==> config.mk <==
export PLATFORM = sky130hd
export DESIGN_NAME = ekf_buf_top
export DESIGN_NICKNAME = d
export VERILOG_FILES = /design/src/common/ekf_buf_pkg.sv /design/src/logic/ekf_buf_top.sv /design/src/map/dina_map.sv /design/src/map/map_sequencer.sv /design/src/logic/lane_ram.sv
export SDC_FILE = /design/constraint.sdc
export NUM_CORES = 2
export LEC_CHECK = 0
export BUFFER_PORTS_ARGS = -buffer_cell sky130_fd_sc_hd__buf_2
export CAP_MARGIN = 0
export CORE_MARGIN = 2
export CORE_UTILIZATION = 52
export CTS_CLUSTER_DIAMETER = 100
export CTS_CLUSTER_SIZE = 12
export DETAILED_ROUTE_END_ITERATION = 16
export GPL_TIMING_DRIVEN = 0
export PLACE_DENSITY = 0.71
export SLEW_MARGIN = 25
export SYNTH_ARGS = -nofsm -noshare
export SYNTH_HDL_FRONTEND = slang
export SYNTH_SLANG_ARGS = --single-unit
==> constraint.sdc <==
create_clock -name clk -period 13.2 [get_ports clk]
set_input_delay 3.3 -clock clk [delete_from_list [all_inputs] [get_ports clk]]
set_output_delay 3.3 -clock clk [all_outputs]
set_load 0.005 [all_outputs]
==> src/common/ekf_buf_pkg.sv <==
package ekf_buf_pkg;

  // Lane geometry of one buffer row
  localparam int LANES  = 4;
  localparam int WORD_W = 32;

  // Both memories hold 16 rows
  localparam int ADDR_W = 4;

  // Step count of one operation, 1 to 16
  localparam int LEN_W = 5;
  localparam int SEQ_W = 5;

  // Map select, upper three bits pick the source, lower two the direction
  localparam int SEL_W = 5;

  // Register stages between an issued step and its temporary-buffer write
  localparam int PIPE_DEPTH = 2;

  localparam logic [2:0] SRC_CB     = 3'b100;
  localparam logic [2:0] SRC_NL_PRD = 3'b101;
  localparam logic [2:0] SRC_NL_NEW = 3'b110;
  localparam logic [2:0] SRC_NL_UPD = 3'b111;

  localparam logic [1:0] DIR_IDLE = 2'b00;
  localparam logic [1:0] DIR_POS  = 2'b01;
  localparam logic [1:0] DIR_NEG  = 2'b10;
  localparam logic [1:0] DIR_NEW  = 2'b11;

  typedef logic signed [WORD_W-1:0] lane_word_t;

  // Lane 0 sits in the low bits
  typedef lane_word_t [LANES-1:0] lane_vec_t;

  typedef struct packed {
    logic [SEL_W-1:0]  sel;
    logic              l_k_0;
    logic [ADDR_W-1:0] cb_base;
    logic [ADDR_W-1:0] tb_base;
    logic [LEN_W-1:0]  len;
  } map_cmd_t;

  typedef struct packed {
    logic [SEL_W-1:0]  sel;
    logic              l_k_0;
    // Step number counted from 1
    logic [SEQ_W-1:0]  seq_cnt;
    logic [ADDR_W-1:0] tb_addr;
    logic              last;
  } map_step_t;

  typedef struct packed {
    logic [ADDR_W-1:0] addr;
    lane_vec_t         data;
  } tb_wr_t;

endpackage
==> src/logic/ekf_buf_top.sv <==
module ekf_buf_top
  import ekf_buf_pkg::*;
(
  input  logic              clk,
  input  logic              sys_rst,
  input  map_cmd_t          cmd,
  input  logic              cmd_valid,
  output logic              cmd_ready,
  input  logic              cb_wr_en,
  input  logic [ADDR_W-1:0] cb_wr_addr,
  input  lane_vec_t         cb_wr_data,
  input  lane_word_t        vt_1,
  input  lane_word_t        vt_2,
  input  logic              rd_en,
  input  logic [ADDR_W-1:0] rd_addr,
  output lane_vec_t         rd_data,
  output logic              rd_data_valid,
  output logic              op_done
);

  logic              cb_rd_en;
  logic [ADDR_W-1:0] cb_rd_addr;
  map_step_t         step;
  map_step_t         step_q;
  lane_vec_t         cb_data;
  logic              cb_data_valid;
  tb_wr_t            tb_wr;
  logic              tb_wr_valid;

  map_sequencer seq_i (
    .clk        (clk),
    .sys_rst    (sys_rst),
    .cmd        (cmd),
    .cmd_valid  (cmd_valid),
    .cmd_ready  (cmd_ready),
    .cb_rd_en   (cb_rd_en),
    .cb_rd_addr (cb_rd_addr),
    .step       (step),
    .step_valid ()
  );

  // Coefficient rows, loaded from outside while the sequencer is idle
  lane_ram cb_ram_i (
    .clk      (clk),
    .sys_rst  (sys_rst),
    .wr_en    (cb_wr_en),
    .wr_addr  (cb_wr_addr),
    .wr_data  (cb_wr_data),
    .rd_en    (cb_rd_en),
    .rd_addr  (cb_rd_addr),
    .rd_data  (cb_data),
    .rd_valid (cb_data_valid)
  );

  // Step record matched to the read latency, the RAM supplies its valid
  always_ff @(posedge clk) begin
    step_q <= step;
  end

  dina_map map_i (
    .clk         (clk),
    .sys_rst     (sys_rst),
    .step        (step_q),
    .step_valid  (cb_data_valid),
    .cb_data     (cb_data),
    .vt_1        (vt_1),
    .vt_2        (vt_2),
    .tb_wr       (tb_wr),
    .tb_wr_valid (tb_wr_valid),
    .op_done     (op_done)
  );

  // Temporary rows, read back by the external port
  lane_ram tb_ram_i (
    .clk      (clk),
    .sys_rst  (sys_rst),
    .wr_en    (tb_wr_valid),
    .wr_addr  (tb_wr.addr),
    .wr_data  (tb_wr.data),
    .rd_en    (rd_en),
    .rd_addr  (rd_addr),
    .rd_data  (rd_data),
    .rd_valid (rd_data_valid)
  );

endmodule

==> src/map/dina_map.sv <==
module dina_map
  import ekf_buf_pkg::*;
(
  input  logic       clk,
  input  logic       sys_rst,
  input  map_step_t  step,
  input  logic       step_valid,
  input  lane_vec_t  cb_data,
  input  lane_word_t vt_1,
  input  lane_word_t vt_2,
  output tb_wr_t     tb_wr,
  output logic       tb_wr_valid,
  output logic       op_done
);

  logic [2:0] src;
  logic [1:0] dir;
  lane_vec_t  row_d;

  assign src = step.sel[SEL_W-1:2];
  assign dir = step.sel[1:0];

  // Next temporary-buffer row
  always_comb begin
    row_d = '0;
    case (src)
      SRC_CB: begin
        case (dir)
          DIR_POS: begin
            row_d = cb_data;
          end
          DIR_NEG: begin
            // Lane i takes lane LANES-1-i
            for (int i = 0; i < LANES; i++) begin
              row_d[i] = cb_data[LANES-1-i];
            end
          end
          DIR_NEW: begin
            // Lower input half lands in the half picked by l_k_0
            for (int h = 0; h < LANES / 2; h++) begin
              if (step.l_k_0) begin
                row_d[h] = cb_data[h];
              end else begin
                row_d[h + LANES / 2] = cb_data[h];
              end
            end
          end
          default: begin
            row_d = '0;
          end
        endcase
      end
      SRC_NL_UPD: begin
        // Update results go to lane 0 of the first two steps only
        case (step.seq_cnt)
          SEQ_W'(1): row_d[0] = vt_1;
          SEQ_W'(2): row_d[0] = vt_2;
          default:   row_d    = '0;
        endcase
      end
      SRC_NL_PRD, SRC_NL_NEW: begin
        // Predict and new-state units are not part of this slice
        row_d = '0;
      end
      default: begin
        row_d = '0;
      end
    endcase
  end

  // Output register feeds the temporary memory write port directly
  always_ff @(posedge clk) begin
    if (sys_rst) begin
      tb_wr <= '0;
    end else if (step_valid) begin
      tb_wr.addr <= step.tb_addr;
      tb_wr.data <= row_d;
    end
  end

  always_ff @(posedge clk) begin
    if (sys_rst) begin
      tb_wr_valid <= 1'b0;
      op_done     <= 1'b0;
    end else begin
      tb_wr_valid <= step_valid;
      op_done     <= step_valid && step.last;
    end
  end

  // Completion marks the last write, and the sequencer drain leaves a gap after it
  a_done_with_write: assert property (
    @(posedge clk) disable iff (sys_rst)
    op_done |-> tb_wr_valid ##1 !tb_wr_valid
  ) else $error("op_done not aligned with the final write");

endmodule

==> src/map/map_sequencer.sv <==
module map_sequencer
  import ekf_buf_pkg::*;
(
  input  logic              clk,
  input  logic              sys_rst,
  input  map_cmd_t          cmd,
  input  logic              cmd_valid,
  output logic              cmd_ready,
  output logic              cb_rd_en,
  output logic [ADDR_W-1:0] cb_rd_addr,
  output map_step_t         step,
  output logic              step_valid
);

  // Drain keeps the port busy until the last row has been written
  typedef enum logic [1:0] {
    ST_IDLE,
    ST_ISSUE,
    ST_DRAIN
  } seq_state_t;

  seq_state_t       state;
  map_cmd_t         cmd_q;
  logic [LEN_W-1:0] step_cnt;
  logic             last_step;
  logic             cmd_fire;

  assign cmd_ready = (state == ST_IDLE);
  assign cmd_fire  = cmd_valid && cmd_ready;

  // Final step of the latched command
  assign last_step = (step_cnt == cmd_q.len - LEN_W'(1));

  // Command is only sampled on transfer
  always_ff @(posedge clk) begin
    if (cmd_fire) begin
      cmd_q <= cmd;
    end
  end

  // Step counter doubles as the drain counter
  always_ff @(posedge clk) begin
    if (sys_rst) begin
      state    <= ST_IDLE;
      step_cnt <= '0;
    end else begin
      case (state)
        ST_IDLE: begin
          if (cmd_fire) begin
            state    <= ST_ISSUE;
            step_cnt <= '0;
          end
        end
        ST_ISSUE: begin
          if (last_step) begin
            state    <= ST_DRAIN;
            step_cnt <= '0;
          end else begin
            step_cnt <= step_cnt + LEN_W'(1);
          end
        end
        ST_DRAIN: begin
          // Wait out the alignment and mapper stages
          if (step_cnt == LEN_W'(PIPE_DEPTH - 1)) begin
            state <= ST_IDLE;
          end else begin
            step_cnt <= step_cnt + LEN_W'(1);
          end
        end
        default: begin
          state <= ST_IDLE;
        end
      endcase
    end
  end

  // One coefficient read per issued step
  assign step_valid = (state == ST_ISSUE);
  assign cb_rd_en   = step_valid;
  assign cb_rd_addr = cmd_q.cb_base + step_cnt[ADDR_W-1:0];

  // Step record travels alongside the read
  assign step.sel     = cmd_q.sel;
  assign step.l_k_0   = cmd_q.l_k_0;
  assign step.seq_cnt = SEQ_W'(step_cnt) + SEQ_W'(1);
  assign step.tb_addr = cmd_q.tb_base + step_cnt[ADDR_W-1:0];
  assign step.last    = last_step;

  a_step_busy: assert property (
    @(posedge clk) disable iff (sys_rst)
    step_valid |-> (state != ST_IDLE)
  ) else $error("step issued while sequencer idle");

  // No new command may slip in while steps are going out
  a_no_ready_in_step: assert property (
    @(posedge clk) disable iff (sys_rst)
    step_valid |-> !cmd_ready
  ) else $error("cmd_ready high during an issued step");

endmodule

==> src/logic/lane_ram.sv <==
module lane_ram
  import ekf_buf_pkg::*;
(
  input  logic              clk,
  input  logic              sys_rst,
  input  logic              wr_en,
  input  logic [ADDR_W-1:0] wr_addr,
  input  lane_vec_t         wr_data,
  input  logic              rd_en,
  input  logic [ADDR_W-1:0] rd_addr,
  output lane_vec_t         rd_data,
  output logic              rd_valid
);

  // One lane vector per row
  lane_vec_t mem [1 << ADDR_W];

  // Write port
  always_ff @(posedge clk) begin
    if (wr_en) begin
      mem[wr_addr] <= wr_data;
    end
  end

  // Registered read, a same-row write in this cycle is not yet visible
  always_ff @(posedge clk) begin
    if (rd_en) begin
      rd_data <= mem[rd_addr];
    end
  end

  // Read data qualifier, one cycle after rd_en
  always_ff @(posedge clk) begin
    if (sys_rst) begin
      rd_valid <= 1'b0;
    end else begin
      rd_valid <= rd_en;
    end
  end

  // Enabled accesses need clean addresses from whoever drives the port
  a_wr_addr_known: assert property (
    @(posedge clk) disable iff (sys_rst)
    wr_en |-> !$isunknown(wr_addr)
  ) else $error("lane_ram write address has unknown bits");

  a_rd_addr_known: assert property (
    @(posedge clk) disable iff (sys_rst)
    rd_en |-> !$isunknown(rd_addr)
  ) else $error("lane_ram read address has unknown bits");

endmodule

==> metrics.md <==
| Metric | Value |
|---|---|
| Final net count | `9245` |
| CP Launch Type | `primary input` |
| Yosys cell types | `48` |
| Most common cell on crit path | `buf_2` |
| H-tree Lvls | `5` |
| Hold-critical path depth | `0` |
| CP max stage cell | `clkbuf_1` |
| Crit share post-route | `42.23%` |
| Share of layout cells above drive strength 1 | `27.30%` |
| Port bufs | `349` |
| Worst slack, placed | `6.723 ns` |
| Unrepaired setup endpoints after global routing | `false` |
| DR vias | `86024` |
| Total Wirelength | `451200 um` |
| Die outline height | `577.4 um` |
| Global Route Usage Sum | `27.09%` |
| FP Rows | `210` |
| Critical Path RT | `13.89 ns` |
| Fin cells | `13452` |
| Post-synth top area cell | `edfxtp_1` |
| Worst Setup Slack, final | `7.625 ns` |
| Slew margin rel. | `24.33%` |
| Static Leakage | `63.51 nW` |
| Drt drc | `0` |
| Core Area | `327100 um^2` |
| Net Count, Synth | `8102` |
| Count leader, synth | `edfxtp_1` |
| Worst path cell trace | `buf_2, buf_2, buf_1, clkbuf_1, a211oi_1, a21oi_1` |
| Synth warnings | `0` |
| CTS resizes | `0` |
| Status | `completed` |
| Worst-path clk slew | `0.07 ns` |
| HP Start | `seq_i.step[10]` |
| CTS tree | `built` |
| Ys flop type | `edfxtp_1` |
| CTS max path bufs | `4` |
| Synth Register Bits | `4530` |
| Cells after Synth | `7863` |
| Setup violations, final | `0` |
| Asr flop ratio synth | `0%` |
| Reported max-cap violation count | `0` |
| Largest net degree at the start of global routing | `79` |
| Endpoints failing hold | `0` |
| Vias in the first global route | `86805` |
| Vias per inst | `6.395` |
| Clock sinks | `4530` |
| Clock latency on the worst-skew pair | `0.98 ns` |
| Crit path max fanout | `10` |
| Overflow after GRT | `0` |
| Drt first pass iters | `6` |
| PwrDens | `162.7 nW/um^2` |
| Synthesized area per cell | `21.74 um^2` |
| DIE WIDTH | `577.4 um` |
| Worst clock skew | `0.05337 ns` |
| F_max | `179.4 MHz` |
| Post-DP HPWL | `312100 um` |
| Tightest Hold Check Type | `reg -> reg` |
| Final Slew Violations | `0` |
| # hold bufs at CTS | `0` |
| Post-synth top cells | `edfxtp_1, mux4_2, nand2_1, clkbuf_1, nor2_1` |
| Max VDD drop | `0.1593 mV` |
| CTS Root Cell | `clkbuf_16` |
| Flop-to-flop setup slack | `7.84 ns` |
| DRT iter0 DRCs | `11702` |
| First-pass GRT wire length | `637700 um` |
| Yosys top cell area share | `76.77%` |
| Critical path startpoint | `rd_addr[2]` |
| Setup tns final | `0 ns` |
| EDFF count, synth | `4371` |
| Placed cells | `12934` |
| DIE AREA | `333400 um^2` |
| Setup CP Type | `in -> reg` |
| R2R depth | `10` |
| Synth-to-Final Area Change | `14.65%` |
| Num CTS Buffers | `416` |
| Hold path endpoint | `step_q[10]` |
| Routed length per instance | `33.54 um` |
| RePlAce Congestion | `0.9101` |
| DRT antenna net count | `0` |
| Cell Area, Synth | `171000 um^2` |
| Initial core utilization | `52.26%` |
| Post-CTS setup buffers | `0` |
| Seq/Total Area, Yosys | `78.63%` |
| R2r endpoint | `cb_ram_i.rd_data[70]` |
| Ports | `355` |
| Worst-margin pin slew | `1.135 ns` |
| Top post-synthesis cells by area | `edfxtp_1, mux4_2, dfxtp_1` |
| Critical Path AT | `6.27 ns` |
| Critical path endpoint category | `flop` |
| FF-to-FF Start | `seq_i.step_cnt[0]` |
| Post-route minimum period | `5.575 ns` |
| Initial antenna violation count | `69` |
| Largest stage delay, worst path | `0.81 ns` |
-- how the worst max path moves through the flow --
stage                                end  slack [ns]  cells past startpoint
floorplan             cb_ram_i.mem[4][0]        0.27                      2
global placement     cb_ram_i.mem[4][10]       -9.45                      3
detailed placement   tb_ram_i.rd_data[8]        6.72                      6
CTS                  tb_ram_i.rd_data[8]        7.75                      6
global route        tb_ram_i.rd_data[36]        7.61                      6
finish              tb_ram_i.rd_data[12]        7.63                      6
-- flip-flops by register name, indices dropped and copies added (netlist names) --
register           flops
cb_ram_i.mem        2048
map_i.tb_wr_valid      1
seq_i.cmd_q           13
cb_ram_i.rd_data     128
tb_ram_i.rd_data     128
tb_ram_i.mem        2048
map_i.tb_wr          132
cb_ram_i.rd_valid      1
tb_ram_i.rd_valid      1
step_q                16
seq_i.step_cnt         5
seq_i.state            2
seq_i.step             6
map_i.op_done          1
-- critical path, delay by kind of cell --
kind                   cells  cell delay (ns)
buffers and inverters      4             2.25
AOI/OAI and AO/OA          2             0.70
-- final cells by class --
type,count,area [um^2]
Antenna cell,17,42.54
Buffer,459,1939
Clock buffer,476,10750
Clock inverter,25,411.6
Fill cell,22316,131100
Inverter,79,296.5
Multi-Input combinational cell,2795,34590
Sequential cell,4530,134400
Tap cell,4346,5438
Timing Repair Buffer,725,8114
-- cell families after synthesis --
kind of cell / Yosys count / share of synthesized area [%]
flops: 4530 / 78.63
mux: 1158 / 14.84
simple gates: 974 / 2.482
compound gates: 632 / 2.559
buf+inv: 538 / 1.286
xor+xnor: 16 / 0.08196
fa+ha+maj: 15 / 0.1186
-- power by group --
part | switching [mW] | total [mW] | internal, mW
registers | 0.541 | 16.9 | 16.3
logic | 2.64 | 4.37 | 1.73
clock network | 4.93 | 10.6 | 5.71
total | 8.11 | 31.9 | 23.8
-- cell usage in the layout, fill, tap and decap left out, drive strengths merged, types with 9 or more instances in the layout --
cell type and n:
edfxtp 4371, mux4 1101, buf 895, clkbuf 765, nand2 584, nor2 163, a22oi 161, dfxtp 159
and3 128, a31oi 128, o21ai 98, a22o 96, inv 92, nor2b 60, a21oi 57, mux2i 56
a211oi 51, o221ai 32, diode 17, ha 13, clkinv 11, xnor2 10, nor3 9
-- per-layer routing --
layer / GRT usage [%] / wire (um) / vias up
li1: - / - / 34806
met1: 35.29 / 161400 / 45269
met2: 45.30 / 225900 / 5006
met3: 5.475 / 44520 / 883
met4: 10.43 / 19080 / 60
met5: 0 / 383 / -
-- metrics by stage --
stage	hold WS, ns	cell area (um^2)	utilization (%)	power (mW)
after floorplan	0.3233	171000	-	19.54
after global placement	0.3317	178200	54.46	21.44
after detailed placement	0.3311	184800	56.49	21.53
after CTS	0.3494	196000	59.91	32.00
after global routing	0.3555	196000	59.91	32.75
final	0.3501	196000	59.92	31.88
(Power assumes the default switching activity.)
